==> src/rv_pkg.sv <==
package rv_pkg;

    // Data path and memory sizes
    localparam int xlen        = 64;
    localparam int imem_words  = 256;
    localparam int imem_aw     = $clog2(imem_words);
    localparam int dram_words  = 256;
    localparam int dram_aw     = $clog2(dram_words);
    localparam int bus_aw      = 32;

    // Address map
    localparam logic [bus_aw-1:0] ram_base = 32'h0000_1000;
    localparam logic [bus_aw-1:0] ram_top  = ram_base + bus_aw'(8 * dram_words);
    localparam logic [bus_aw-1:0] con_base = 32'h8000_0000;
    localparam logic [bus_aw-1:0] key_base = 32'h8000_0010;

    // PC wraps back to zero at the end of instruction memory
    localparam logic [31:0] pc_limit = 32'(imem_words * 4);

    // Console flow control
    localparam int con_credits = 4;
    localparam int cred_w      = $clog2(con_credits + 1);

    // Major opcodes and function fields
    localparam logic [6:0] opc_lui   = 7'b0110111;
    localparam logic [6:0] opc_opimm = 7'b0010011;
    localparam logic [6:0] opc_op    = 7'b0110011;
    localparam logic [6:0] opc_load  = 7'b0000011;
    localparam logic [6:0] opc_store = 7'b0100011;
    localparam logic [2:0] f3_add    = 3'b000;
    localparam logic [2:0] f3_dword  = 3'b011;
    localparam logic [6:0] f7_add    = 7'b0000000;
    localparam logic [6:0] f7_sub    = 7'b0100000;

    typedef enum logic [2:0] {
        op_nop, op_lui, op_addi, op_add, op_sub, op_ld, op_sd
    } op_e;

    typedef struct packed {
        op_e             op;
        logic [4:0]      rd;
        logic [xlen-1:0] rs1_val;
        logic [xlen-1:0] rs2_val;
        logic [xlen-1:0] imm;
        logic            valid;
    } dec_t;

    typedef struct packed {
        logic [bus_aw-1:0] addr;
        logic [xlen-1:0]   wdata;
        logic              we;
        logic              re;
    } bus_req_t;

    typedef struct packed {
        op_e             op;
        logic [4:0]      rd;
        logic [xlen-1:0] alu;
        logic            valid;
    } exe_t;

endpackage

==> src/rv_decode.sv <==
module rv_decode (
    input  logic                       CLOCK_50,
    input  logic                       reset,
    input  logic                       run,
    input  logic                       retire,
    output logic [rv_pkg::imem_aw-1:0] fetch_addr,
    input  logic [31:0]                instr,
    input  logic [31:0]                pc,
    output logic [4:0]                 rs1_addr,
    output logic [4:0]                 rs2_addr,
    input  logic [rv_pkg::xlen-1:0]    rs1_data,
    input  logic [rv_pkg::xlen-1:0]    rs2_data,
    output rv_pkg::dec_t               dec
);
    import rv_pkg::*;

    typedef enum logic [1:0] {s_idle, s_fetch, s_decode, s_wait} state_t;

    state_t          state;
    logic [6:0]      opcode;
    logic [2:0]      funct3;
    logic [6:0]      funct7;
    logic [xlen-1:0] imm_i;
    logic [xlen-1:0] imm_s;
    logic [xlen-1:0] imm_u;
    op_e             op;
    logic [xlen-1:0] imm;

    assign fetch_addr = pc[imem_aw+1:2];

    assign opcode   = instr[6:0];
    assign funct3   = instr[14:12];
    assign funct7   = instr[31:25];
    assign rs1_addr = instr[19:15];
    assign rs2_addr = instr[24:20];

    assign imm_i = {{(xlen-12){instr[31]}}, instr[31:20]};
    assign imm_s = {{(xlen-12){instr[31]}}, instr[31:25], instr[11:7]};
    // LUI result is sign-extended from bit 31 on RV64
    assign imm_u = {{(xlen-32){instr[31]}}, instr[31:12], 12'b0};

    always_comb begin
        op  = op_nop;
        imm = imm_i;
        case (opcode)
            opc_lui: begin
                op  = op_lui;
                imm = imm_u;
            end
            opc_opimm: if (funct3 == f3_add) op = op_addi;
            opc_op: begin
                if (funct3 == f3_add && funct7 == f7_add) op = op_add;
                if (funct3 == f3_add && funct7 == f7_sub) op = op_sub;
            end
            opc_load: if (funct3 == f3_dword) op = op_ld;
            opc_store: begin
                if (funct3 == f3_dword) op = op_sd;
                imm = imm_s;
            end
            default: op = op_nop;
        endcase
    end

    // Step token: fetch, then decode, then wait for retire
    always_ff @(posedge CLOCK_50 or negedge reset) begin
        if (!reset) begin
            state <= s_idle;
        end else if (!run) begin
            state <= s_idle;
        end else begin
            case (state)
                s_idle:   state <= s_fetch;
                s_fetch:  state <= s_decode;
                s_decode: state <= s_wait;
                s_wait:   if (retire) state <= s_fetch;
                default:  state <= s_idle;
            endcase
        end
    end

    always_ff @(posedge CLOCK_50 or negedge reset) begin
        if (!reset) begin
            dec <= '0;
        end else if (run && state == s_decode) begin
            dec.op      <= op;
            dec.rd      <= instr[11:7];
            dec.rs1_val <= rs1_data;
            dec.rs2_val <= rs2_data;
            dec.imm     <= imm;
            dec.valid   <= 1'b1;
        end else begin
            dec.valid <= 1'b0;
        end
    end

endmodule

==> config.mk <==
export PLATFORM = sky130hd
export DESIGN_NAME = rv_decode
export DESIGN_NICKNAME = d
export VERILOG_FILES = /design/src/rv_pkg.sv /design/src/rv_decode.sv
export SDC_FILE = /design/constraint.sdc
export NUM_CORES = 1
export LEC_CHECK = 0
export ABC_AREA = 1
export BUFFER_PORTS_ARGS = -buffer_cell sky130_fd_sc_hd__buf_2
export CORE_AREA = 2 2 161 163
export DETAILED_ROUTE_END_ITERATION = 8
export DIE_AREA = 0 0 163 165
export MAX_ROUTING_LAYER = met4
export PLACE_DENSITY_LB_ADDON = 0.15
export SYNTH_ARGS = -nofsm -noshare
export SYNTH_HDL_FRONTEND = slang
export SYNTH_SLANG_ARGS = --single-unit
==> constraint.sdc <==
create_clock -name CLOCK_50 -period 1.7 [get_ports CLOCK_50]
set_clock_uncertainty 0.2 [all_clocks]
set_input_delay 0.255 -clock CLOCK_50 [delete_from_list [all_inputs] [get_ports CLOCK_50]]
set_output_delay 0.255 -clock CLOCK_50 [all_outputs]
set_load 0.1 [all_outputs]
# Yosys cells after proc, flatten, opt, wreduce, memory -nomap -nowiden
# Cells that the tools add are included.
dict set report totals {
  regBits 171
  in_bits 196
  output_inout_bits 219
  elab_cells 35
}
dict set report op_classes {
  n_eq_ne 11
  mux 11
  reduce_logical 6
}
# cell n
set ops {}
lappend ops {{$pmux W31 S2} 1}
lappend ops {{$eq A7 B6 Y1 const B} 4}
lappend ops {{$pmux W3 S5} 1}
lappend ops {{$mux W3} 3}
lappend ops {{$mux W2} 4}
lappend ops {{$pmux W2 S4} 1}
lappend ops {{$eq A7 B2 Y1 const B} 1}
lappend ops {{$eq A7 B5 Y1 const B} 1}
lappend ops {{$logic_not A7 Y1} 1}
lappend ops {{$eq A2 B2 Y1 const B} 2}
lappend ops {{$eq A3 B2 Y1 const B} 1}
lappend ops {{$logic_and A1 B1 Y1} 3}
lappend ops {{$logic_not A3 Y1} 1}
lappend ops {{$ne A3 B3 Y1 const B} 1}
lappend ops {{$eq A2 B1 Y1 const B} 1}
lappend ops {{$logic_not A2 Y1} 1}
lappend ops {{$mux W1} 1}

# Longest topological paths before layout
# Gate-level depths: netlist of the first run.
dict set report logic_depth {
  ltp_word 5
  depth_mapped 8
  ltp_nobuf 8
}

# Worst setup path after synthesis of the first run
# OpenSTA, ideal clock, no wires.
dict set report synth_path {
  kind {reg-to-output}
  start {reg, netlist name dec[32]}
  end {out dec[33] (netlist bit)}
  arrival_ns 1.855
  required_time_ns 1.245
  setup_slack_ns -0.610
  stages_incl_launch_ff 2
  n_path_buf 1
  path_cell_list {dfrtp_1 buf_4}
}
# element line_no
set synth_rtl {}
lappend synth_rtl {{to (decl)} rv_decode.sv:13} ;# output rv_pkg::dec_t dec
# No word-level cell between the ends.

# Final worst setup path of the first run
dict set report layout_path {
  start {reg, netlist name dec[32]}
  end {out dec[57] (netlist bit)}
}
# No word-level cell between the ends.

==> impl_metrics.py, run 1 <==
metrics = {
    "run_status": {
        "outcome": "complete, but fails checks",
        "violations": "setup timing",
    },
    "floorplan": {
        "coreArea_um2": 25000,
        "die_area_um2": 26900,
        "die_w_um": 163,
        "io_pins": 415,
        "die_h_um": 165,
        "num_rows": 58,
        "start_util_pct": 28.8,
    },
    "critical_path": {
        "reg2reg_depth": 6,
        "slowest_stage": "dfrtp_4",
        "rr_startpoint": "state[1]$_DFFE_PN0P_",
        "cp-start-kind": "flop",
        "slowest_delay_ps": 540,
        "critical_path_buf_inv_count": 2,
        "crit_fanout": 12,
        "reg2reg_to": "dec[156]$_DFFE_PN0P_",
        "crit_path_end_kind": "output pin",
        "path_class": "reg2out",
        "crit_arrival_ps": 1340,
        "required_ps": 1240,
        "r2r_slack_ps": 90,
        "path_cells": "buf_12, buf_12",
        "path_common_cell": "buf_12",
        "path_delay_family": "flip-flops",
    },
    "cts": {
        "worstSkewPairLatency_ps": 420,
        "cts_htree_levels": 4,
        "clk_pin_slew_ps": 70,
        "numCtsBuffers": 17,
        "cts_tree": "yes",
        "cts_root_buf": "clkbuf_16",
        "clock_path_buffers": 2,
        "clkSinkCount": 171,
    },
    "logic_synthesis": {
        "synth_area_um2": 7220,
        "syn-instance-count": 812,
        "netlist.area_leader.share_pct": 59.3,
        "synthArstFlopShare_pct": 100,
        "synthTopCellsByArea": "dfrtp_1, nand2_1, buf_4, o211ai_2, buf_2",
        "yosysWarnings": 0,
        "synth-main-ff-cell": "dfrtp_1",
        "synth_edf_count": 0,
        "synthTopCellsByCount": "nand2_1, dfrtp_1, buf_4, buf_2, nand3_1",
        "yosysTopAreaCell": "dfrtp_1",
        "syn_nets": 1011,
        "synth.most_common_cell": "nand2_1",
        "synth-seq-cells": 171,
        "synthDistinctLibCells": 24,
        "syn_avg_cell_area_um2": 8.89,
        "seq_area_frac_synth_pct": 59.3,
    },
    "min_path": {
        "min-delay-start": "instr[9]",
        "hold_path.class": "in2reg",
        "whs_path_depth": 4,
        "min_to": "dec[195]$_DFFE_PN0P_",
    },
    "run": {
        "maxCapViolations": 0,
    },
    "timing": {
        "timing.final.crit_share_pct": 106,
        "period_needed_ps": 1790,
        "tightest_slew_ps": 507,
        "setup_viol": 33,
        "slew_headroom_pct": 66.4,
        "hold_viol": 0,
        "max_freq_mhz": 557,
        "hold_ws_ps": 18.0,
        "rsz0062_at_grt": "true",
        "slew_violations": 0,
        "setup_slack_ps": -94.4,
    },
    "placed_design": {
        "port_buffers": 374,
        "dpl.hpwl_um": 16800,
        "place_inst": 1467,
        "gp_congestion": 0.766,
    },
    "grt": {
        "grt_util_all_layers_pct": 18.1,
        "gr-total-overflow": 0,
        "grt_pass1_wl_um": 37100,
        "first_global_vias": 6985,
        "grt_max_degree": 53,
        "antenna_found_initial": 0,
    },
    "routing": {
        "drt_first_pass_iters": 5,
        "vias": 7021,
        "routed_wl_um": 24600,
        "vias_per_cell": 4.24,
        "postRouteAntennaNets": 0,
        "drt_iter0_markers": 442,
        "wire_per_inst_um": 14.9,
        "route.detailed.drc": 0,
    },
    "cells_and_area": {
        "stdcell_count": 1656,
        "syn_to_final_growth_pct": 73.2,
        "drive_above_1_share_pct": 35.2,
        "final_nets": 1512,
        "antennaDiodeCount": 0,
    },
}
==> worst min-delay path, stage by stage <==
cell and delay [ps]:
buf_2 110, nand2_1 90, buf_4 110, nand2_1 40
==> how the worst max path moves through the flow <==
stage,start,to,slack (ps),cells after the start
global route,dec[32]$_DFFE_PN0P_,dec[57],-130,2
CTS,dec[32]$_DFFE_PN0P_,dec[58],-120,2
global placement,state[0]$_DFFE_PN0P_,dec[2]$_DFFE_PN0P_,30,8
finish,dec[32]$_DFFE_PN0P_,dec[57],-90,2
floorplan,dec[32]$_DFFE_PN0P_,dec[33],120,1
detailed placement,state[0]$_DFFE_PN0P_,dec[153]$_DFFE_PN0P_,40,8
==> kinds of logic (layout without fill, tap and decap cells) <==
| family | after synthesis | after routing | share of synthesized area, % |
|---|---|---|---|
| buf+inv | 98 | 612 | 9.25 |
| flops | 171 | 171 | 59.3 |
| fa+ha+maj | 3 | 3 | 0.520 |
| compound gates | 29 | 29 | 3.33 |
| simple gates | 511 | 511 | 27.6 |
==> layer usage <==
| metal | vias to the layer above | routed length, µm | track usage (%) | part of all wire, % |
|---|---|---|---|---|
| met1 | 3291 | 10300 | 21.2 | 42 |
| li1 | 3437 | - | - | - |
| met5 | - | 0 | - | 0 |
| met4 | 0 | 466 | 5.83 | 1.9 |
| met3 | 29 | 1550 | 4.45 | 6.3 |
| met2 | 264 | 12300 | 30.9 | 50 |
==> per-stage QoR <==
step                      instance area (µm²)  setup slack (ps)  util (%)  TNS [ps]
after floorplan                          7220               116         -         0
after global placement                   9910              33.1      39.6         0
after detailed placement                 9910              37.4      39.6         0
after CTS                               12100              -116      48.4     -3450
after global routing                    12500              -134      50.0     -3990
final                                   12500             -94.4      50.0     -2710
==> sequential cells by signal, summed over array words and instances (netlist names) <==
name   cells
dec      169
state      2
==> layout make-up <==
class	instances	area, µm²
sequential	171	4280
multi-input combinational	543	2290
clock inverter	13	180
clock buffer	19	433
tap	330	413
timing repair buffer	569	4860
fill	2322	12500
inverter	11	46.3
==> layout by cell type, fill, tap and decap left out, types with 2 or more instances in the layout <==
master	instances
nand3b_1	3
inv_6	4
inv_8	2
clkinv_4	2
buf_12	50
inv_1	8
clkinvlp_4	2
nand2_1	473
ha_1	2
inv_4	2
bufinv_16	3
clkbuf_1	2
buf_4	40
buf_6	3
nor2_1	13
dfrtp_1	170
o21ai_0	6
nand3_1	14
o21bai_1	5
dlygate4sd3_1	154
clkbuf_4	122
nor2_4	2
o21ai_1	7
clkbuf_16	19
buf_2	197
o211ai_2	11
==> what timing repair did <==
item,CTS,global route
hold endpoints to repair,336,0
endpoints found under the setup margin,51,237
setup buffers,1,0
hold buffers,154,0
resized for setup,20,129
gates cloned,0,2
Power of run 1 is left out: the tool's default activity adds up to more than one toggle a clock period on the data nets, which glitch-free logic cannot reach.
==> run 2, diff against run 1 <==
Settings changed: CAP_MARGIN set to 20, SKIP_CTS_REPAIR_TIMING set to 1.
==> run 2 against run 1 <==
  * The flow finishes with violations (hold timing, setup timing)
  * Final cell count down 0.18%
  * Sequential share of layout area is 0.12 points higher
  * Worst hold slack worse by 31 ps
  * Die area unchanged
  * Utilization shrank 0.17 points
  * Critical path depth stayed put
  * Clock-buffer cell count is the same
  * Flip-flop and latch count is the same
  * First-iteration DRC count shrank 22%
  * Wire length decreased by 0.73%
==> impl_metrics.py, run 2 (same netlist as run 1, synthesis figures left out) <==
metrics = {
    "run_status": {
        "outcome": "complete, but fails checks",
        "violations": "hold timing, setup timing",
    },
    "timing": {
        "tightest_slew_ps": 513,
        "period_needed_ps": 1820,
        "timing.final.crit_share_pct": 107,
        "max_freq_mhz": 550,
        "setup_viol": 32,
        "setup_slack_ps": -119,
        "hold_viol": 3,
        "slew_violations": 0,
        "hold_ws_ps": -12.6,
        "slew_headroom_pct": 66.0,
        "rsz0062_at_grt": "true",
    },
    "cells_and_area": {
        "syn_to_final_growth_pct": 72.6,
        "final_cell_mix": "nand2_1, buf_2, dfrtp_1, dlygate4sd3_1, clkbuf_4",
        "final_nets": 1509,
        "drive_above_1_share_pct": 35.3,
        "antennaDiodeCount": 0,
        "largest_register_ff_count": 169,
        "final_common_cell": "nand2_1",
        "stdcell_count": 1653,
        "regMostFlops": "dec",
        "reg.largest.list": "dec: 169 flops, state: 2 flops",
    },
    "placed_design": {
        "place_inst": 1467,
        "port_buffers": 374,
        "dpl.hpwl_um": 16800,
        "gp_congestion": 0.766,
    },
    "floorplan": {
        "num_rows": 58,
        "die_h_um": 165,
        "coreArea_um2": 25000,
        "die_w_um": 163,
        "io_pins": 415,
        "die_area_um2": 26900,
        "start_util_pct": 28.8,
    },
    "critical_path": {
        "cp-start-kind": "flop",
        "cp.depth": 2,
        "critical_path_buf_inv_count": 2,
        "reg2reg_to": "dec[1]$_DFFE_PN0P_",
        "slowest_stage": "dfrtp_4",
        "rr_startpoint": "state[0]$_DFFE_PN0P_",
        "required_ps": 1240,
        "worstSetupEndpoint": "dec[57]",
        "crit_path_end_kind": "output pin",
        "path_cells": "buf_12, buf_12",
        "path_class": "reg2out",
        "reg2reg_depth": 8,
        "crit_fanout": 12,
        "slowest_delay_ps": 560,
        "crit_arrival_ps": 1360,
        "startpoint": "dec[32]$_DFFE_PN0P_",
        "path_delay_family": "flip-flops",
        "path_common_cell": "buf_12",
        "r2r_slack_ps": 90,
    },
    "routing": {
        "wire_per_inst_um": 14.8,
        "drt_first_pass_iters": 4,
        "postRouteAntennaNets": 0,
        "drt_iter0_markers": 344,
        "routed_wl_um": 24400,
        "vias": 7027,
        "route.detailed.drc": 0,
        "vias_per_cell": 4.25,
    },
    "grt": {
        "first_global_vias": 6078,
        "gr-total-overflow": 0,
        "antenna_found_initial": 0,
        "grt_max_degree": 53,
        "grt_pass1_wl_um": 34200,
        "grt_util_all_layers_pct": 17.0,
    },
    "cts": {
        "clkSinkCount": 171,
        "clock_path_buffers": 2,
        "cts_root_buf": "clkbuf_16",
        "numCtsBuffers": 17,
        "cts_htree_levels": 4,
        "worstSkewPairLatency_ps": 420,
        "cts_tree": "yes",
        "clk_pin_slew_ps": 70,
    },
    "run": {
        "maxCapViolations": 0,
    },
    "min_path": {
        "hold_path.class": "in2reg",
    },
}
## run 2: metrics by stage
stage | setup WS (ps) | util, % | setup TNS, ps | area, µm²
finish | -119 | 49.8 | -3430 | 12500
floorplan | 116 | - | 0 | 7220
detailed placement | 37.4 | 39.6 | 0 | 9910
global route | -155 | 49.8 | -4540 | 12500
CTS | -155 | 42.0 | -4640 | 10500
global placement | 33.1 | 39.6 | 0 | 9910
## run 2: how the worst min path moves through the flow
stage,to,startpoint,slack [ps],depth (start not counted)
after detailed placement,dec[122]$_DFFE_PN0P_,reset,-70,1
after global placement,dec[117]$_DFFE_PN0P_,reset,-70,1
after global routing,dec[196]$_DFFE_PN0P_,instr[10],0.2,4
after CTS,dec[122]$_DFFE_PN0P_,reset,-540,1
after floorplan,dec[0]$_DFF_PN0_,reset,-240,0
final,dec[194]$_DFFE_PN0P_,instr[8],-10,4
## run 2: layout make-up
| cell class | instances | area [µm²] |
|---|---|---|
| repair buffers | 566 | 4810 |
| inverters | 11 | 46.3 |
| flip-flops and latches | 171 | 4280 |
| well taps | 330 | 413 |
| clock inverters | 13 | 180 |
| multi-input cells | 543 | 2290 |
| fillers | 2310 | 12600 |
| clock buffers | 19 | 433 |
## run 2: layer usage
layer | vias to the layer above | track usage, % | part of all wire [%]
met5 | - | - | 0
li1 | 3430 | - | -
met3 | 19 | 4.39 | 6.1
met1 | 3316 | 20.9 | 42
met4 | 0 | 4.51 | 1.3
met2 | 262 | 28.0 | 50
## run 2: tightest hold or removal path, cell delays in order
cell and delay, ps:
buf_2 80, nand2_1 70, buf_4 130, nand2_1 40
Power of run 2 is left out for the same reason.
==> run 3, diff against run 2 <==
Settings changed: CORE_AREA 2 2 161 163 to 2 2 159 161, DIE_AREA 0 0 163 165 to 0 0 161 163.
Clock period 1.7 ns to 1.6 ns, I/O delays scaled along.
==> run 3 against run 2 <==
  * The run ends with setup timing left
  * Register-to-register slack got worse by 150 ps
  * Cell area grew 8.7%
  * Flip-flop and latch count unchanged
  * Via count rose by 2.5%
  * First-iteration DRC count is 8.4% lower
  * Die area is 2.4% lower
  * Wire length up 7.0%
  * Critical path depth did not move
  * Critical endpoint is now dec[61]
  * Largest cell class unchanged
==> impl_metrics.py, run 3 (same netlist as run 1, synthesis figures left out) <==
metrics = {
    "timing": {
        "timing.final.crit_share_pct": 112,
        "tightest_slew_ps": 496,
        "slew_violations": 0,
        "hold_viol": 0,
        "hold_ws_ps": 45.8,
        "max_freq_mhz": 558,
        "slew_headroom_pct": 67.1,
        "rsz0062_at_grt": "true",
        "setup_slack_ps": -191,
        "period_needed_ps": 1790,
        "setup_viol": 91,
        "tns_ps": -7050,
    },
    "placed_design": {
        "gp_congestion": 0.748,
        "dpl_cell_area_um2": 10100,
        "port_buffers": 374,
        "dpl.hpwl_um": 16300,
        "place_inst": 1465,
    },
    "critical_path": {
        "path_class": "reg2out",
        "crit_path_end_kind": "output pin",
        "r2r_slack_ps": -60,
        "crit_arrival_ps": 1350,
        "path_delay_family": "flip-flops",
        "required_ps": 1160,
        "slowest_delay_ps": 540,
        "reg2reg_depth": 7,
        "critical_path_buf_inv_count": 2,
        "slowest_stage": "dfrtp_4",
        "crit_fanout": 8,
        "cp.depth": 2,
        "path_cells": "clkbuf_16, buf_12",
        "cp-start-kind": "flop",
    },
    "cts": {
        "worstSkewPairLatency_ps": 420,
        "cts_root_buf": "clkbuf_16",
        "clock_path_buffers": 2,
        "cts_tree": "yes",
        "clkSinkCount": 171,
        "cts_htree_levels": 4,
        "clk_pin_slew_ps": 70,
        "numCtsBuffers": 17,
    },
    "cells_and_area": {
        "largest_register_ff_count": 169,
        "antennaDiodeCount": 0,
        "stdcell_count": 1679,
        "final_area_um2": 13600,
        "fillers": 2143,
        "regMostFlops": "dec",
        "final_nets": 1535,
        "drive_above_1_share_pct": 42.0,
        "syn_to_final_growth_pct": 87.7,
        "final_cell_mix": "nand2_1, buf_2, dfrtp_1, dlygate4sd3_1, buf_4",
        "final_common_cell": "nand2_1",
        "reg.largest.list": "dec: 169 flops, state: 2 flops",
    },
    "routing": {
        "vias_per_cell": 4.29,
        "drt_first_pass_iters": 7,
        "routed_wl_um": 26100,
        "vias": 7205,
        "route.detailed.drc": 0,
        "postRouteAntennaNets": 0,
        "wire_per_inst_um": 15.6,
        "drt_iter0_markers": 315,
    },
    "grt": {
        "gr-total-overflow": 0,
        "first_global_vias": 6172,
        "grt_util_all_layers_pct": 17.1,
        "grt_max_degree": 45,
        "grt_pass1_wl_um": 34100,
        "antenna_found_initial": 0,
    },
    "floorplan": {
        "die_h_um": 163,
        "die_area_um2": 26200,
        "io_pins": 415,
        "num_rows": 58,
        "start_util_pct": 29.3,
        "coreArea_um2": 24700,
        "die_w_um": 161,
    },
    "run_status": {
        "violations": "setup timing",
        "outcome": "complete, but fails checks",
    },
    "run": {
        "maxCapViolations": 0,
    },
    "min_path": {
        "hold_path.class": "in2reg",
        "whs_path_depth": 3,
    },
}
run 3: cell types whose count changed in the layout (fill, tap and decap cells not counted), moves of 8 or more:
cell / previous run / this run
buf_12: 50 / 68
buf_2: 202 / 172
buf_4: 20 / 93
buf_6: 3 / 15
clkbuf_16: 19 / 31
clkbuf_4: 137 / 67
nand2_1: 473 / 405
nand2_2: 0 / 59
nand2_4: 0 / 9
nand3_1: 14 / 6
nand3_2: 1 / 9
run 3: final cells by class:
| type | count | area [µm²] | share of cell area [%] |
|---|---|---|---|
| clock buffer | 18 | 439 | 3.24 |
| clock inverter | 14 | 151 | 1.12 |
| inverter | 11 | 56.3 | 0.415 |
| multi-input combinational | 543 | 2550 | 18.8 |
| sequential | 171 | 4280 | 31.6 |
| tap | 330 | 413 | 3.05 |
| timing repair buffer | 592 | 5660 | 41.8 |
run 3: metal layers:
metal	share of wire [%]	GRT usage [%]
met1	41	21.0
met2	51	27.7
met3	6.7	4.58
met4	1.6	5.32
met5	0	-
run 3: path summary, 6_finish.rpt:
check	startpoint	endpoint
hold / removal	run	state[0]$_DFFE_PN0P_
setup reg to reg	state[1]$_DFFE_PN0P_	dec[23]$_DFFE_PN0P_
min in group asynchronous	reset	dec[17]$_DFFE_PN0P_
hold reg to reg	dec[130]$_DFFE_PN0P_	dec[130]$_DFFE_PN0P_
setup / recovery	dec[32]$_DFFE_PN0P_	dec[61]
max in group asynchronous	reset	dec[105]$_DFFE_PN0P_
run 3: metrics by stage:
step	utilization [%]	setup slack, ps
finish	54.9	-191
global route	54.9	-241
CTS	43.4	-216
global placement	41.0	-69.9
detailed placement	41.0	-94.7
floorplan	-	31.0
run 3: worst min-delay path, cell delays in order:
cell      delay [ps]
buf_2            150
nand3b_1         150
o21ai_0           90
Power of run 3 is left out for the same reason.
