File: config.mk
export PLATFORM = sky130hd
export DESIGN_NAME = rv_execute
export DESIGN_NICKNAME = d
export VERILOG_FILES = /design/src/rv_pkg.sv /design/src/rv_execute.sv
export SDC_FILE = /design/constraint.sdc
export NUM_CORES = 1
export LEC_CHECK = 0
export BUFFER_PORTS_ARGS = -buffer_cell sky130_fd_sc_hd__buf_2
export CAP_MARGIN = 20
export CORE_MARGIN = 8
export CORE_UTILIZATION = 30
export DETAILED_ROUTE_END_ITERATION = 6
export HOLD_SLACK_MARGIN = 0.08
export PLACE_DENSITY = 0.6
export SYNTH_ARGS = -nofsm -noshare
export SYNTH_HDL_FRONTEND = slang
export SYNTH_SLANG_ARGS = --single-unit
File: constraint.sdc
create_clock -name CLOCK_50 -period 61.6 [get_ports CLOCK_50]
set_input_delay 18.48 -clock CLOCK_50 [delete_from_list [all_inputs] [get_ports CLOCK_50]]
set_output_delay 18.48 -clock CLOCK_50 [all_outputs]
set_load 0.03 [all_outputs]
File: src/rv_pkg.sv
package rv_pkg;

    // Data path and memory sizes
    localparam int xlen        = 64;
    localparam int imem_words  = 256;
    localparam int imem_aw     = $clog2(imem_words);
    localparam int dram_words  = 256;
    localparam int dram_aw     = $clog2(dram_words);
    localparam int bus_aw      = 32;

    // Address map
    localparam logic [bus_aw-1:0] ram_base = 32'h0000_1000;
    localparam logic [bus_aw-1:0] ram_top  = ram_base + bus_aw'(8 * dram_words);
    localparam logic [bus_aw-1:0] con_base = 32'h8000_0000;
    localparam logic [bus_aw-1:0] key_base = 32'h8000_0010;

    // PC wraps back to zero at the end of instruction memory
    localparam logic [31:0] pc_limit = 32'(imem_words * 4);

    // Console flow control
    localparam int con_credits = 4;
    localparam int cred_w      = $clog2(con_credits + 1);

    // Major opcodes and function fields
    localparam logic [6:0] opc_lui   = 7'b0110111;
    localparam logic [6:0] opc_opimm = 7'b0010011;
    localparam logic [6:0] opc_op    = 7'b0110011;
    localparam logic [6:0] opc_load  = 7'b0000011;
    localparam logic [6:0] opc_store = 7'b0100011;
    localparam logic [2:0] f3_add    = 3'b000;
    localparam logic [2:0] f3_dword  = 3'b011;
    localparam logic [6:0] f7_add    = 7'b0000000;
    localparam logic [6:0] f7_sub    = 7'b0100000;

    typedef enum logic [2:0] {
        op_nop, op_lui, op_addi, op_add, op_sub, op_ld, op_sd
    } op_e;

    typedef struct packed {
        op_e             op;
        logic [4:0]      rd;
        logic [xlen-1:0] rs1_val;
        logic [xlen-1:0] rs2_val;
        logic [xlen-1:0] imm;
        logic            valid;
    } dec_t;

    typedef struct packed {
        logic [bus_aw-1:0] addr;
        logic [xlen-1:0]   wdata;
        logic              we;
        logic              re;
    } bus_req_t;

    typedef struct packed {
        op_e             op;
        logic [4:0]      rd;
        logic [xlen-1:0] alu;
        logic            valid;
    } exe_t;

endpackage

File: src/rv_execute.sv
module rv_execute (
    input  logic             CLOCK_50,
    input  logic             reset,
    input  rv_pkg::dec_t     dec,
    input  logic             con_ok,
    output rv_pkg::bus_req_t breq,
    output rv_pkg::exe_t     exe
);
    import rv_pkg::*;

    dec_t            hold;
    logic            holding;
    dec_t            cur;
    logic            cur_valid;
    logic [xlen-1:0] sum;
    logic [xlen-1:0] alu;
    logic            con_store;
    logic            stall;
    logic            go;

    // A stalled instruction is replayed from the hold register
    assign cur       = holding ? hold : dec;
    assign cur_valid = holding || dec.valid;

    // Effective address and ADDI share one adder
    assign sum = cur.rs1_val + cur.imm;

    always_comb begin
        case (cur.op)
            op_lui:  alu = cur.imm;
            op_addi: alu = sum;
            op_add:  alu = cur.rs1_val + cur.rs2_val;
            op_sub:  alu = cur.rs1_val - cur.rs2_val;
            op_ld:   alu = sum;
            op_sd:   alu = sum;
            default: alu = '0;
        endcase
    end

    assign con_store = cur.op == op_sd && sum[bus_aw-1:0] == con_base;
    assign stall     = cur_valid && con_store && !con_ok;
    assign go        = cur_valid && !stall;

    // Bus request goes out in the accepting cycle only
    always_comb begin
        breq.addr  = sum[bus_aw-1:0];
        breq.wdata = cur.rs2_val;
        breq.we    = go && cur.op == op_sd;
        breq.re    = go && cur.op == op_ld;
    end

    always_ff @(posedge CLOCK_50 or negedge reset) begin
        if (!reset) begin
            holding <= 1'b0;
        end else begin
            holding <= stall;
        end
    end

    always_ff @(posedge CLOCK_50) begin
        if (stall) begin
            hold <= cur;
        end
    end

    always_ff @(posedge CLOCK_50 or negedge reset) begin
        if (!reset) begin
            exe <= '0;
        end else begin
            exe.valid <= go;
            if (go) begin
                exe.op  <= cur.op;
                exe.rd  <= cur.rd;
                exe.alu <= alu;
            end
        end
    end

endmodule

* Word-level counts from Yosys, hierarchy flattened
Cells that the tools add are included.
** Cells by class
- Divide/modulo/power cells :: 0
- $add $sub $neg :: 3
- Eq/ne operators :: 7
- Mux-type cells :: 2
- Shift-type cells :: 0
- Multipliers :: 0
- Bitwise logic cells :: 1
- $lt $le $gt $ge :: 0
- Reductions and logical operators :: 11
** Operator list (number)
- case mux 64 bit (4 select lines) :: 1
- two-way mux 201 bit :: 1
- adder 64 bit :: 2
- subtractor 64 bit :: 1
- == test 32 bit (second input constant) :: 1
- == test 3 bit (second input constant) :: 3
- == test 3 x 2 -> 1 bit (second input constant) :: 2
- logical AND 1 bit :: 6
- == test 3 x 1 -> 1 bit (second input constant) :: 1
- OR reduction 3 bit :: 1
- logical NOT 1 bit :: 2
- AND reduction 2 bit :: 1
- logical OR 1 bit :: 1
- inverter 1 bit :: 1
** Word-level totals
- Memories :: 0
- Word-level logic and storage cells :: 35
- Input port bits :: 204
- Memory bits (read-only) :: 0
- Latch bits :: 0
- Memory bits (writable) :: 0
- Register bits after elaboration :: 275

* Logic depth before layout (Yosys ltp)
Gate-level depths: netlist (run 1).
- Depth in word-level cells :: 9
- Depth in mapped cells :: 33
- Gate-level depth less buffers :: 23

* Least setup slack after synthesis (run 1)
Ideal clock, no wire load.
- Kind :: input -> output
- From :: input port dec[130] (netlist name)
- To :: output port breq[0] (netlist name)
- Path buffers :: 0
- Arrival time :: 43.987 ns
- Stages on the path :: 13
- Setup slack :: -0.867 ns
- Path through :: mux2i_1 inv_1 ha_1 a211oi_1 o21ai_1 xor2_1 or4_1 or3_1 or4_1 nor4_1 nand4_1 nor4_1 nor3_1
** RTL lines
- start, declared :: RTL line rv_execute.sv:4 : input rv_pkg::dec_t dec,
- end, declared :: RTL line rv_execute.sv:6 : output rv_pkg::bus_req_t breq,

==> results of run 1 <==
power breakdown:
group / leakage (nW) / total [mW] / internal (mW) / switching [mW]
logic: 6.87 / 0.230 / 0.0767 / 0.154
registers: 2.67 / 0.211 / 0.206 / 0.00486
clock network: 0.573 / 0.211 / 0.121 / 0.0898
total: 10.1 / 0.653 / 0.404 / 0.248
layout by cell type, fill, tap and decap left out, types with 22 or more instances in the layout:
cell type and n:
sky130_fd_sc_hd__a21o_1 60, sky130_fd_sc_hd__a21oi_1 230, sky130_fd_sc_hd__a31oi_1 46, sky130_fd_sc_hd__buf_2 373
sky130_fd_sc_hd__buf_4 26, sky130_fd_sc_hd__clkbuf_16 38, sky130_fd_sc_hd__dfrtp_1 73, sky130_fd_sc_hd__edfxtp_1 200
sky130_fd_sc_hd__ha_1 127, sky130_fd_sc_hd__inv_1 73, sky130_fd_sc_hd__mux2_2 171, sky130_fd_sc_hd__mux2i_1 35
sky130_fd_sc_hd__nand2_1 157, sky130_fd_sc_hd__nand3_1 32, sky130_fd_sc_hd__nand4_1 48, sky130_fd_sc_hd__nor2_1 192
sky130_fd_sc_hd__nor3_1 63, sky130_fd_sc_hd__o21a_1 22, sky130_fd_sc_hd__o21ai_0 107, sky130_fd_sc_hd__o21bai_1 27
sky130_fd_sc_hd__or3_1 23, sky130_fd_sc_hd__xnor2_1 113, sky130_fd_sc_hd__xor2_1 49
final cells by class:
cell class	count	area, um^2
Fill cell	7743	48270
Multi-Input combinational cell	1847	13190
Sequential cell	274	7861
Timing Repair Buffer	399	2062
Tap cell	969	1212
Clock buffer	46	1001
Inverter	75	281.5
Clock inverter	21	173.9
Antenna cell	5	12.51
worst max-delay path, cell delays in order:
cell,delay (ps)
sky130_fd_sc_hd__buf_2,90
sky130_fd_sc_hd__mux2i_1,310
sky130_fd_sc_hd__inv_1,140
sky130_fd_sc_hd__ha_1,310
sky130_fd_sc_hd__a211oi_1,320
sky130_fd_sc_hd__o21ai_1,290
sky130_fd_sc_hd__xor2_1,250
sky130_fd_sc_hd__or4_1,570
sky130_fd_sc_hd__or3_1,330
sky130_fd_sc_hd__or4_1,480
sky130_fd_sc_hd__nor4_1,400
sky130_fd_sc_hd__nand4_1,240
sky130_fd_sc_hd__nor4_4,290
sky130_fd_sc_hd__buf_4,600
sky130_fd_sc_hd__nor3_1,100
sky130_fd_sc_hd__buf_2,230
state kept, by name (all words and copies together), names as in the netlist:
name,flops
exe,73
holding,1
hold,200
per-layer routing:
layer,vias up,track usage,share of wire
li1,9455,-,-
met1,9534,0.2386,0.40
met2,677,0.3616,0.51
met3,143,0.03193,0.059
met4,6,0.07356,0.038
met5,-,0,0.00044
cell families after synthesis:
group                    count (synthesis)  share of synthesized area
adder cells (fa/ha/maj)                129                    0.07299
buffers and inverters                  267                    0.05892
AO/OA/AOI/OAI                          691                     0.2029
XOR/XNOR                               162                    0.06358
AND/OR/NAND/NOR                        645                     0.1400
flip-flops                             274                     0.3521
multiplexers                           220                     0.1095
per-stage QoR:
| step | hold WS (ps) | total power, mW | setup slack, ps | util |
|---|---|---|---|---|
| after floorplan | 537.8 | 0.3683 | 8677 | - |
| after global placement | 463.6 | 0.4453 | 19560 | 0.3322 |
| after detailed placement | 469.2 | 0.4448 | 19600 | 0.3322 |
| after CTS | 482.8 | 0.6606 | 19590 | 0.3481 |
| after global routing | 489.3 | 0.6836 | 19300 | 0.3482 |
| final | 478.0 | 0.6529 | 19650 | 0.3483 |
path summary, 6_finish.rpt:
path,from,end,slack [ps],cells past startpoint
worst max register to register,holding$_DFF_PN0_,hold[58]$_DFFE_PP_,53420,15
min in group asynchronous,reset,exe[18]$_DFFE_PN0P_,17880,1
worst max-delay path,dec[130],breq[0],19650,16
worst min register to register,exe[69]$_DFFE_PN0P_,exe[69]$_DFFE_PN0P_,480,1
worst min-delay path,exe[69]$_DFFE_PN0P_,exe[69]$_DFFE_PN0P_,480,1
max in group asynchronous,reset,exe[60]$_DFFE_PN0P_,42560,2
==> results.txt, run 1 <==
- Synth Warn #: 0
- The tool flagged a number of max-cap violations equal to 0.
- The number of nets handed over by synthesis was 2721.
* Average wire per standard cell: 24.22 um
- In this run the clock root is driven by a sky130_fd_sc_hd__clkbuf_16.
* Die boundary width: roughly 290 um
* Detailed-route via count: 19815
- Port buffering added 374 buffers.
- In this run, CTS created clock tree buffers numbering 37.
- The synthesized design spends more area on one cell type than any other, namely sky130_fd_sc_hd__edfxtp_1.
* Critical Path End Type: output port
- Number of gates given a new drive strength after cts: 0
- The net count of the finished layout is around 3000.
* Area fraction of the dominant cell type after synthesis: 0.2691
* TritonCTS clock tree: yes
- During I/O placement, the number of pins put on the boundary was 375.
- Max Slew Vio Count: 0
- Remaining antenna violation count after routing: 0
* Transition time of the tightest slew-check pin: 988.5 ps
* Maximum number of pins on one net before global-route repair: 80
- Via count of the first global-routing pass: 19178
- In this run the power density over the cells is 25.31 nW/um^2.
* All-layer global routing usage: 0.2007
- In this run, synthesis inferred 200 flip-flops with an integrated enable.
- The initial utilization of the core area, before any placement, comes to 0.3013.
- Wires add up to 88.08 mm.
- Antenna violations before repair: 11
- Setup violations remaining at the end of the flow were counted as 0.
- Post-Syn Instances: 2388
- No sink is reached through more buffers than the 3 on the longest clock path.
* Number of design-rule violations left by the first detailed-router iteration: 1521
- Standard cell area after detailed placement: 24610 um^2
- The floorplan has 100 rows.
* Synthesized area divided by synthesized cell count: 9.346 um^2
- Worst skew pair latency: ~570 ps
- The floorplan step defined a die boundary enclosing 83380 um^2.
* Number of hold-repair buffers added at the cts stage: 0
- Library cell with the highest instance count after synthesis: sky130_fd_sc_hd__a21oi_1
* Avg Vias per Cell: about 5.4
- By area the synthesized netlist is led by sky130_fd_sc_hd__edfxtp_1, sky130_fd_sc_hd__mux2_2, sky130_fd_sc_hd__dfrtp_1.
* Synth cell types: 88
* Clock sink count: ~270
- Residual DRC: 0
* Area of all placed cells without fillers: about 26000 um^2
- Post-CTS Setup Inserts: 0
* Pre-antenna DRT Iters: 5
- For the final routed database, the setup TNS stands at 0 ps.
- Primary FF master, synth: sky130_fd_sc_hd__edfxtp_1
* DP Cell Count: roughly 3600
- The tightest min-delay check is of the flop to flop type.
- Of the available clock period, the critical path in the final layout requires 0.6810.
* Top post-synthesis cells by count: sky130_fd_sc_hd__a21oi_1, sky130_fd_sc_hd__edfxtp_1, sky130_fd_sc_hd__nor2_1
- Maximum frequency from static timing analysis: between 20 and 25 MHz
- Layout Skew: around 33 ps
- Placer Congestion: 0.9632
* Crit path max fanout: 43
* IR Drop Worst-Case VDD: 0.00001589 V
- The worst pin sits at a relative slew slack of 0.3394.
- The worst setup path is launched from an input pin.
- Die height: 288.8 um
- WP data required: 43120 ps
- Total number of H-tree levels: 2
- Data on the critical path arrives at its endpoint at 23470 ps.
- Synth-to-Final Area Change: 15.59%
- After floorplanning, the core was sized to cover roughly 74000 um^2.
- CTS clk-pin slew, worst paths: 60 ps
* Post-synthesis sequential area ratio: 0.3521
- In the final layout, the share of cells above drive strength 1 is 0.2502.
* Area of the mapped netlist: 22320 um^2
- Leakage dissipation: ~10 nW
* Non-filler cells, final: 3636
- Detail Placement HPWL: approximately 70 mm
- Flip-flop and latch count after synthesis: 274
* First-pass GRT wire length: 126.6 mm
* RSZ-0062 raised after global routing: no
- Worst setup path class: input pin to output port
- Result of the run: finished, final reports clean
- Total overflow reported by the global router: 0
* Time the worst path needs with I/O delays and setup: around 42000 ps
- Final Hold Violating Endpoints: 0
- Fraction of registers with async set/reset: 0.2701
Power figures use the tool's default switching activity.
==> run 2: changes to the inputs <==
ABC_AREA = 1   (was not set)
PLACE_DENSITY = 0.59   (was 0.6)
clock period = 38.9 ns   (was 61.6 ns; I/O delays follow)
==> run 2 against run 1 <==
Against the previous run:
- power up 63%
- combinational power up 61%
- final area up 15%
- global-route usage up 2.8 points
- via count up 38%
- final cell count up 55%
- setup slack worse by 8100 ps
- non-clock buffer count down 7
- sequential share of layout area down 4.0 points
- clock skew down 18 ps
- sequential power up 58%
- register-to-register slack worse by 22000 ps
- critical endpoint unchanged
- largest cell class unchanged
- largest power group unchanged
- highest routed layer unchanged
==> results.txt, run 2 <==
- Total overflow reported by the global router: 0
- Final setup margin: 11530 ps
- Setup violations remaining at the end of the flow were counted as 0.
- The synthesized design spends more area on one cell type than any other, namely sky130_fd_sc_hd__nand2_1.
- Worst slack at placement: 11500 ps
* First-pass GRT wire length: 165.5 mm
- A synthesized cell averages approximately 6.2 um^2.
- Synthesis inferred between 200 and 300 register bits.
- The largest registers in the layout are hold: 200 flops, exe: 73 flops, holding: 1 flops.
* Final Hold Violating Endpoints: 0
* Leakage dissipation: 15.36 nW
- Remaining antenna violation count after routing: 0
- Core area: between 80000 and 90000 um^2
- The later pin in the worst-skew pair is clocked with a latency of 570 ps.
- For the worst setup path, the data required time is 27230 ps.
* Worst setup path class: input pin to output port
- Clock sink count: 274
* Synth Area in XOR/XNOR: 0.02289
- CTS clk-pin slew, worst paths: 60 ps
* Most frequent standard cell in the layout excluding fill and tap cells: sky130_fd_sc_hd__nand2_1
- Non-filler cells, final: 5636
* Critical Path End Type: output port
- Worst setup path start: dec[130]
- Layout cell share with drive strength beyond 1: 0.1142
- TritonCTS clock tree: yes
* Placement row count: 107
- The die is 309.9 um wide.
- The worst path needs 27370 ps of the cycle, external delays included.
- Antenna violations before repair: 4
- The flow ran to the end, and the final reports show no timing, DRC or antenna violations.
* Count of flip-flops with a built-in enable after synthesis: 200
- In the global route stage, overall resource usage came out at 0.2290.
- Layout Skew: about 15 ps
- Buffer type at the clock tree root: sky130_fd_sc_hd__clkbuf_16
- The share of the Yosys chip area taken by registers is 0.3032.
- In this run, post-CTS hold repair placed 0 buffers.
- The filler cells instantiated in the layout total 9639.
- Num CTS Buffers: 36
- Maximum number of pins on one net before global-route repair: 101
- Library cell with the highest instance count after synthesis: sky130_fd_sc_hd__nand2_1
* Crit path launch type: input pin
* Detailed-route via count: between 20000 and 30000
- Final design utilization: 0.3472
* Arrival time worst endpoint: around 16000 ps
- Counting flops per register, the top entry is hold.
* Average wire per standard cell: 20.32 um
* Die height: 309.9 um
- Slack of the worst reg-to-reg path: 31910 ps
* Top post-synthesis cells by count: sky130_fd_sc_hd__nand2_1, sky130_fd_sc_hd__inv_1, sky130_fd_sc_hd__nor2_1
* Number of flip-flops in the largest register: 200
- Pre-antenna DRT Iters: 5
* DP Cell Count: 5569
- Synth cell types: 46
* RSZ-0062 raised after global routing: no
- Registers take just under 8000 um^2.
- Transition time of the tightest slew-check pin: 970.6 ps
- Placer Congestion: ~0.99
- Detail Placement HPWL: between 90 and 100 mm
- Initial Util: 0.3034
* Worst-case headroom to the max-slew limit: 0.3529
- In the routed design, unresolved DRC markers number 0.
* Cell Pwr Density: 35.86 nW/um^2
- The via count of the first global-routing pass came to roughly 26000.
* Ports: 375
- Based on the critical path, the design can be clocked at up to approximately 37 MHz.
- End of the worst register-to-register path: exe[25]$_DFFE_PN0P_
- Final period util: 0.7036
- Synth Warn #: 0
- Bufs on Longest Clock Path: 3
- After synthesis, the share of flip-flops with an asynchronous set or reset is 0.2701.
* IR Drop Worst-Case VDD: 0.00003136 V
- Hold timing on the final database bottoms out at a slack of between 400 and 500 ps.
- During placement, the flow inserted port buffers numbering 374.
- Type of the worst min-delay path: flop to flop
- After technology mapping, the gate count stands at 4188.
- Of the total synthesized cell area, the portion taken by AND, OR, NAND and NOR gates is 0.4027.
- Worst setup endpoint: breq[0]
* Total number of H-tree levels: 2
- Most frequent cells in the layout: sky130_fd_sc_hd__nand2_1, sky130_fd_sc_hd__inv_1, sky130_fd_sc_hd__buf_2
* Multi-input gate area: around 15000 um^2
- Wire length after detailed routing: 114.5 mm
* Area of the mapped netlist: 25910 um^2
- In this run, post-CTS repair resized a total of 0 instances.
- Cell depth of the worst flop-to-flop path: 20
* Synthesized-area fraction occupied by ao, oa, aoi and oai cells: 0.08132
* Total Negative Setup Slacks: 0 ps
- By area, the combinational part of the netlist is dominated by simple AND/OR/NAND/NOR gates.
* Area fraction of the dominant cell type after synthesis: 0.2509
- In the synthesized netlist the dominant register cell turns out to be sky130_fd_sc_hd__edfxtp_1.
- In the routed layout, each cell is associated on average with a via count of 4.855.
- Of all nets on the critical path, the largest fanout is 74.
- Max-cap violations in this run came to 0.
- Relative to the synthesized area, the layout overhead comes to 14.46%.
* Number of design-rule violations left by the first detailed-router iteration: ~2300
- Max Slew Vio Count: 0
- After synthesis, the cell types taking the most area are sky130_fd_sc_hd__nand2_1, sky130_fd_sc_hd__edfxtp_1, sky130_fd_sc_hd__inv_1.
* Arithmetic-cell share of the synthesized area counting full adders, half adders and majority gates: 0.06287
- The number of setup buffers added after CTS is 0.
- The number of nets in the synthesized netlist is 4521.
* Area of the die: 96030 um^2
* Worst flop-to-flop path startpoint: holding$_DFF_PN0_
* Number of nets in the layout: 4796
- The portion of synthesized area spent on multiplexers is 0.
==> run 2: cell types whose count changed in the layout (fill, tap and decap cells not counted), moves of 23 or more <==
cell,delta
sky130_fd_sc_hd__mux2_2,-171
sky130_fd_sc_hd__a21oi_1,-53
sky130_fd_sc_hd__a31oi_1,-44
sky130_fd_sc_hd__or3_1,-23
sky130_fd_sc_hd__nand3b_1,+31
sky130_fd_sc_hd__inv_1,+524
sky130_fd_sc_hd__nand2_1,+1575
sky130_fd_sc_hd__nor2_1,+175
sky130_fd_sc_hd__a21o_1,-58
sky130_fd_sc_hd__nand3_1,+283
sky130_fd_sc_hd__xnor2_1,-100
sky130_fd_sc_hd__mux2i_1,-35
sky130_fd_sc_hd__nor3_1,-32
==> run 2: routing by layer <==
metal,vias up,global-route usage,part of all wire
met5,-,0,0.00024
met4,4,0.05389,0.024
met3,113,0.03085,0.073
met2,952,0.3502,0.42
met1,12551,0.3392,0.48
li1,13740,-,-
==> run 2: cell families (layout without fill, tap and decap cells) <==
logic type,Yosys count,in the layout
buffers and inverters,769,1072
other,0,1
adders and majority gates,129,129
AOI/OAI and AO/OA,383,383
and+or+nand+nor,2567,2567
DFF,274,274
xor gates and xnor gates,66,66
==> run 2: final cells by class <==
class                      instances  area share
antenna                            1  0.00008437
sequential                       274      0.2651
tap                             1144     0.04826
multi-input combinational       3145      0.4982
clock buffer                      54     0.03645
clock inverter                    12    0.006033
inverter                         614     0.07813
timing repair buffer             392     0.06775
==> run 2: how the worst min path moves through the flow <==
stage,startpoint,to,slack [ps],depth (start not counted)
floorplan,hold[193]$_DFFE_PP_,hold[193]$_DFFE_PP_,520,2
global placement,exe[58]$_DFFE_PN0P_,exe[58]$_DFFE_PN0P_,450,2
detailed placement,exe[36]$_DFFE_PN0P_,exe[36]$_DFFE_PN0P_,450,2
CTS,exe[46]$_DFFE_PN0P_,exe[46]$_DFFE_PN0P_,470,2
global route,exe[71]$_DFFE_PN0P_,exe[71]$_DFFE_PN0P_,480,2
finish,exe[56]$_DFFE_PN0P_,exe[56]$_DFFE_PN0P_,460,2
==> run 2: where the power goes <==
part | switching [mW] | internal [mW] | total, mW
Clock | 0.141 | 0.219 | 0.360
Combinational | 0.267 | 0.102 | 0.370
Sequential | 0.00780 | 0.326 | 0.334
==> run 2: through the flow <==
stage / total power [mW] / cell area, um^2
after floorplan: 0.5760 / 25910
after global placement: 0.7047 / 28400
after detailed placement: 0.7051 / 28400
after CTS: 1.072 / 29660
after global routing: 1.120 / 29660
final: 1.064 / 29660
==> run 2: critical path, cell delays in order <==
cell                      delay [ps]
sky130_fd_sc_hd__buf_2           100
sky130_fd_sc_hd__o21ai_0         490
sky130_fd_sc_hd__inv_1           230
sky130_fd_sc_hd__ha_1            370
sky130_fd_sc_hd__nand2_1          60
sky130_fd_sc_hd__nor2_1           90
sky130_fd_sc_hd__nand3_1         150
sky130_fd_sc_hd__nand3_2         170
sky130_fd_sc_hd__nand2_1          60
sky130_fd_sc_hd__nand2_1         130
sky130_fd_sc_hd__xor2_1          600
sky130_fd_sc_hd__nor2_1           70
sky130_fd_sc_hd__and2_1          170
sky130_fd_sc_hd__nand3_2          70
sky130_fd_sc_hd__buf_4           420
sky130_fd_sc_hd__nand2_2          60
sky130_fd_sc_hd__buf_4           360
sky130_fd_sc_hd__nor2_1          180
sky130_fd_sc_hd__buf_2           220
==> run 3: changes to the inputs <==
clock period = 28.3 ns   (was 38.9 ns; I/O delays follow)
==> run 3 against run 2 <==
Against the previous run:
- die area unchanged
- final area is 0.42% lower
- critical path depth grew 1
- combinational power up 37%
- sequential cell count is the same
- non-clock buffer count decreased by 1
- first-iteration DRC count is 15% higher
- sequential share of layout area is 0.11 points higher
- power grew 33%
- worst hold slack improved by 1.1 ps
- via count rose by 1.0%
- critical endpoint unchanged
==> results.txt, run 3 (same netlist as run 2, synthesis figures left out) <==
- The root buffer cell chosen for the clock tree is sky130_fd_sc_hd__clkbuf_16.
* WP data required: slightly below 20000 ps
- End of the worst register-to-register path: hold[71]$_DFFE_PP_
* Core area: about 85000 um^2
* Via count of the first global-routing pass: 26193
- The clock drives 274 sinks.
* Type of the worst min-delay path: flop to flop
* TritonCTS clock tree: yes
- Between clock sinks in the finished design, the worst skew comes to 29.86 ps.
* Transition time of the tightest slew-check pin: 1085 ps
* Die boundary width: 309.9 um
* Max Slew Vio Count: 0
* Synth-to-Final Area Change: 13.98%
- The path with the worst hold slack has its endpoint at exe[29]$_DFFE_PN0P_.
- Count of port buffers added during placement: 374
- Entering global routing, the biggest net connects 100 pins.
* Diode count: 0
- Initial Util: 0.3034
- Result of the run: finished, final reports clean
* Final period util: 0.7302
* Worst flop-to-flop path startpoint: holding$_DFF_PN0_
- Final hold analysis gives a worst-case slack of between 400 and 500 ps.
- The final layout contains routed wiring with a total length of about 110 mm.
- Routability-driven placement finished with a final weighted congestion of 1.004.
- Maximum frequency from static timing analysis: approximately 48 MHz
- Worst path cell trace: buf_2, nand2_1, nand2_1, ha_1, nand2_1, nor2_1, nand2_1, nor2_1, nand2_1, nand3_1, nand2_1, nand2_1, nor2_1, nand2_1, nor2_1, nand3_2, buf_4, nand2_2, nor2_1, buf_2
- In the routed design, unresolved DRC markers number 0.
- Final design utilization: 0.3458
- Avg Vias per Cell: about 4.9
* Remaining antenna violation count after routing: 0
- The floorplan step defined a die boundary enclosing approximately 96000 um^2.
- Leakage dissipation: 15.30 nW
* Final setup violation count: 0
- Layout cell share with drive strength beyond 1: 0.1134
- Worst skew pair latency: 570 ps
- Measured in cells, the most critical reg-to-reg path has a length of 21.
- The number of clock buffers added by TritonCTS is 35.
- Average wire per standard cell: 20.34 um
* Worst-case headroom to the max-slew limit: 0.2765
* Number of gates given a new drive strength after cts: 0
- Summed over all failing endpoints, the final setup total negative slack is 0 ps.
- Along the worst path, the maximum fanout reaches 56.
- Largest stage delay, worst path: between 500 and 600 ps
- DP Cell Count: about 5600
- In this run, the number of DRC markers left after iteration 0 of detailed routing was 2625.
- Pre-antenna DRT Iters: 6
- More flip-flops sit in one register than any other, and that register is hold.
- The worst hold path begins at exe[29]$_DFFE_PN0P_.
* Detailed-route via count: 27639
- VDD sags by at most 0.00004751 V.
- Data on the critical path arrives at its endpoint at 12180 ps.
- The first global-routing pass estimated 165.9 mm of wire.
- Max-cap violations in this run came to 0.
- The routed design could run at a clock period as short as 20670 ps.
- Total number of H-tree levels: 2
- The initial antenna violation count came to 1.
* Registers with the highest flip-flop counts: hold: 200 flops, exe: 73 flops, holding: 1 flops
- The worst setup path is launched from an input pin.
- Number of flip-flops in the largest register: 200
* Most frequent cells in the layout: sky130_fd_sc_hd__nand2_1, sky130_fd_sc_hd__inv_1, sky130_fd_sc_hd__buf_2
- Buffers inserted to repair hold after CTS numbered 0.
- The final-report hold violation count came to 0.
- Counting instances, the worst hold path has a depth of 2.
- After legalization and detailed placement, the total HPWL measured 94.32 mm.
* RSZ-0062 raised after global routing: no
- In this run the worst setup path begins at dec[151].
* Bufs on Longest Clock Path: 3
* Post-CTS Setup Inserts: 0
* All-layer global routing usage: 0.2297
- Critical Path Slowest Stage Cell: sky130_fd_sc_hd__buf_4
- Placement row count: approximately 110
* Non-filler cells, final: 5631
- In this run the register-to-register setup slack is 20910 ps.
- The most numerous cell type found on the critical path is sky130_fd_sc_hd__nand2_1.
- Ports: approximately 380
- For this design the ratio of total power to cell area is ~48 nW/um^2.
- The worst setup path is of the input pin to output port kind.
* Number of nets in the layout: 4794
- The design draws 1.416 mW.
- Measured along the y axis, the die boundary spans just over 300 um.
- The worst setup path is captured at an output port.
- Total overflow reported by the global router: 0
- Clock-pin slew was measured on the worst setup and hold paths at 50 ps.
- The library cell used most frequently in the layout, excluding fill and tap cells, is sky130_fd_sc_hd__nand2_1.
run 3: cell count changes in the layout (fill, tap and decap cells not counted):
cell	previous run	this run
sky130_fd_sc_hd__clkbuf_16	38	36
sky130_fd_sc_hd__clkinv_4	0	4
sky130_fd_sc_hd__buf_16	0	1
sky130_fd_sc_hd__clkbuf_1	9	8
sky130_fd_sc_hd__clkinv_1	3	4
sky130_fd_sc_hd__bufinv_16	4	2
sky130_fd_sc_hd__clkbuf_8	7	2
sky130_fd_sc_hd__diode_2	1	0
sky130_fd_sc_hd__buf_4	19	17
sky130_fd_sc_hd__clkinv_2	3	5
run 3: final cells by class:
| cell class | instances | area [um^2] |
|---|---|---|
| timing repair buffer | 391 | 2022 |
| sequential | 274 | 7861 |
| clock inverter | 17 | 167.7 |
| tap | 1144 | 1431 |
| inverter | 614 | 2317 |
| clock buffer | 46 | 958.4 |
| fill | 9579 | 55880 |
| multi-input combinational | 3145 | 14780 |
run 3: power by group:
part | internal, mW | leakage, nW | switching [mW]
registers | 0.448 | 2.73 | 0.0109
logic | 0.141 | 12.0 | 0.367
clock network | 0.259 | 0.547 | 0.190
total | 0.848 | 15.3 | 0.567
run 3: worst max-delay path by stage:
stage,end,slack (ps),depth (start not counted)
2_1_floorplan,breq[1],8490,16
3_3_place_gp,breq[0],7670,20
3_5_place_dp,breq[0],7640,25
4_1_cts,breq[0],7630,25
5_1_grt,breq[0],7250,20
6_report,breq[0],7630,20
run 3: routing by layer:
layer	vias up	GRT usage	part of all wire
met5	-	0	0.000096
met4	2	0.05551	0.026
met3	127	0.03378	0.075
met2	1009	0.3514	0.42
met1	12765	0.3377	0.48
li1	13736	-	-
run 3: critical path, delay by kind of cell:
kind,cells,cell delay [ps]
adder cells (fa/ha/maj),1,520
AND/OR/NAND/NOR,16,2250
buffers and inverters,3,890
run 3: stage by stage:
step           setup slack [ps]  cell area (um^2)
4_1_cts                    7634             29510
3_5_place_dp               7638             28380
3_3_place_gp               7667             28380
6_report                   7634             29530
2_1_floorplan              8489             25910
5_1_grt                    7247             29530
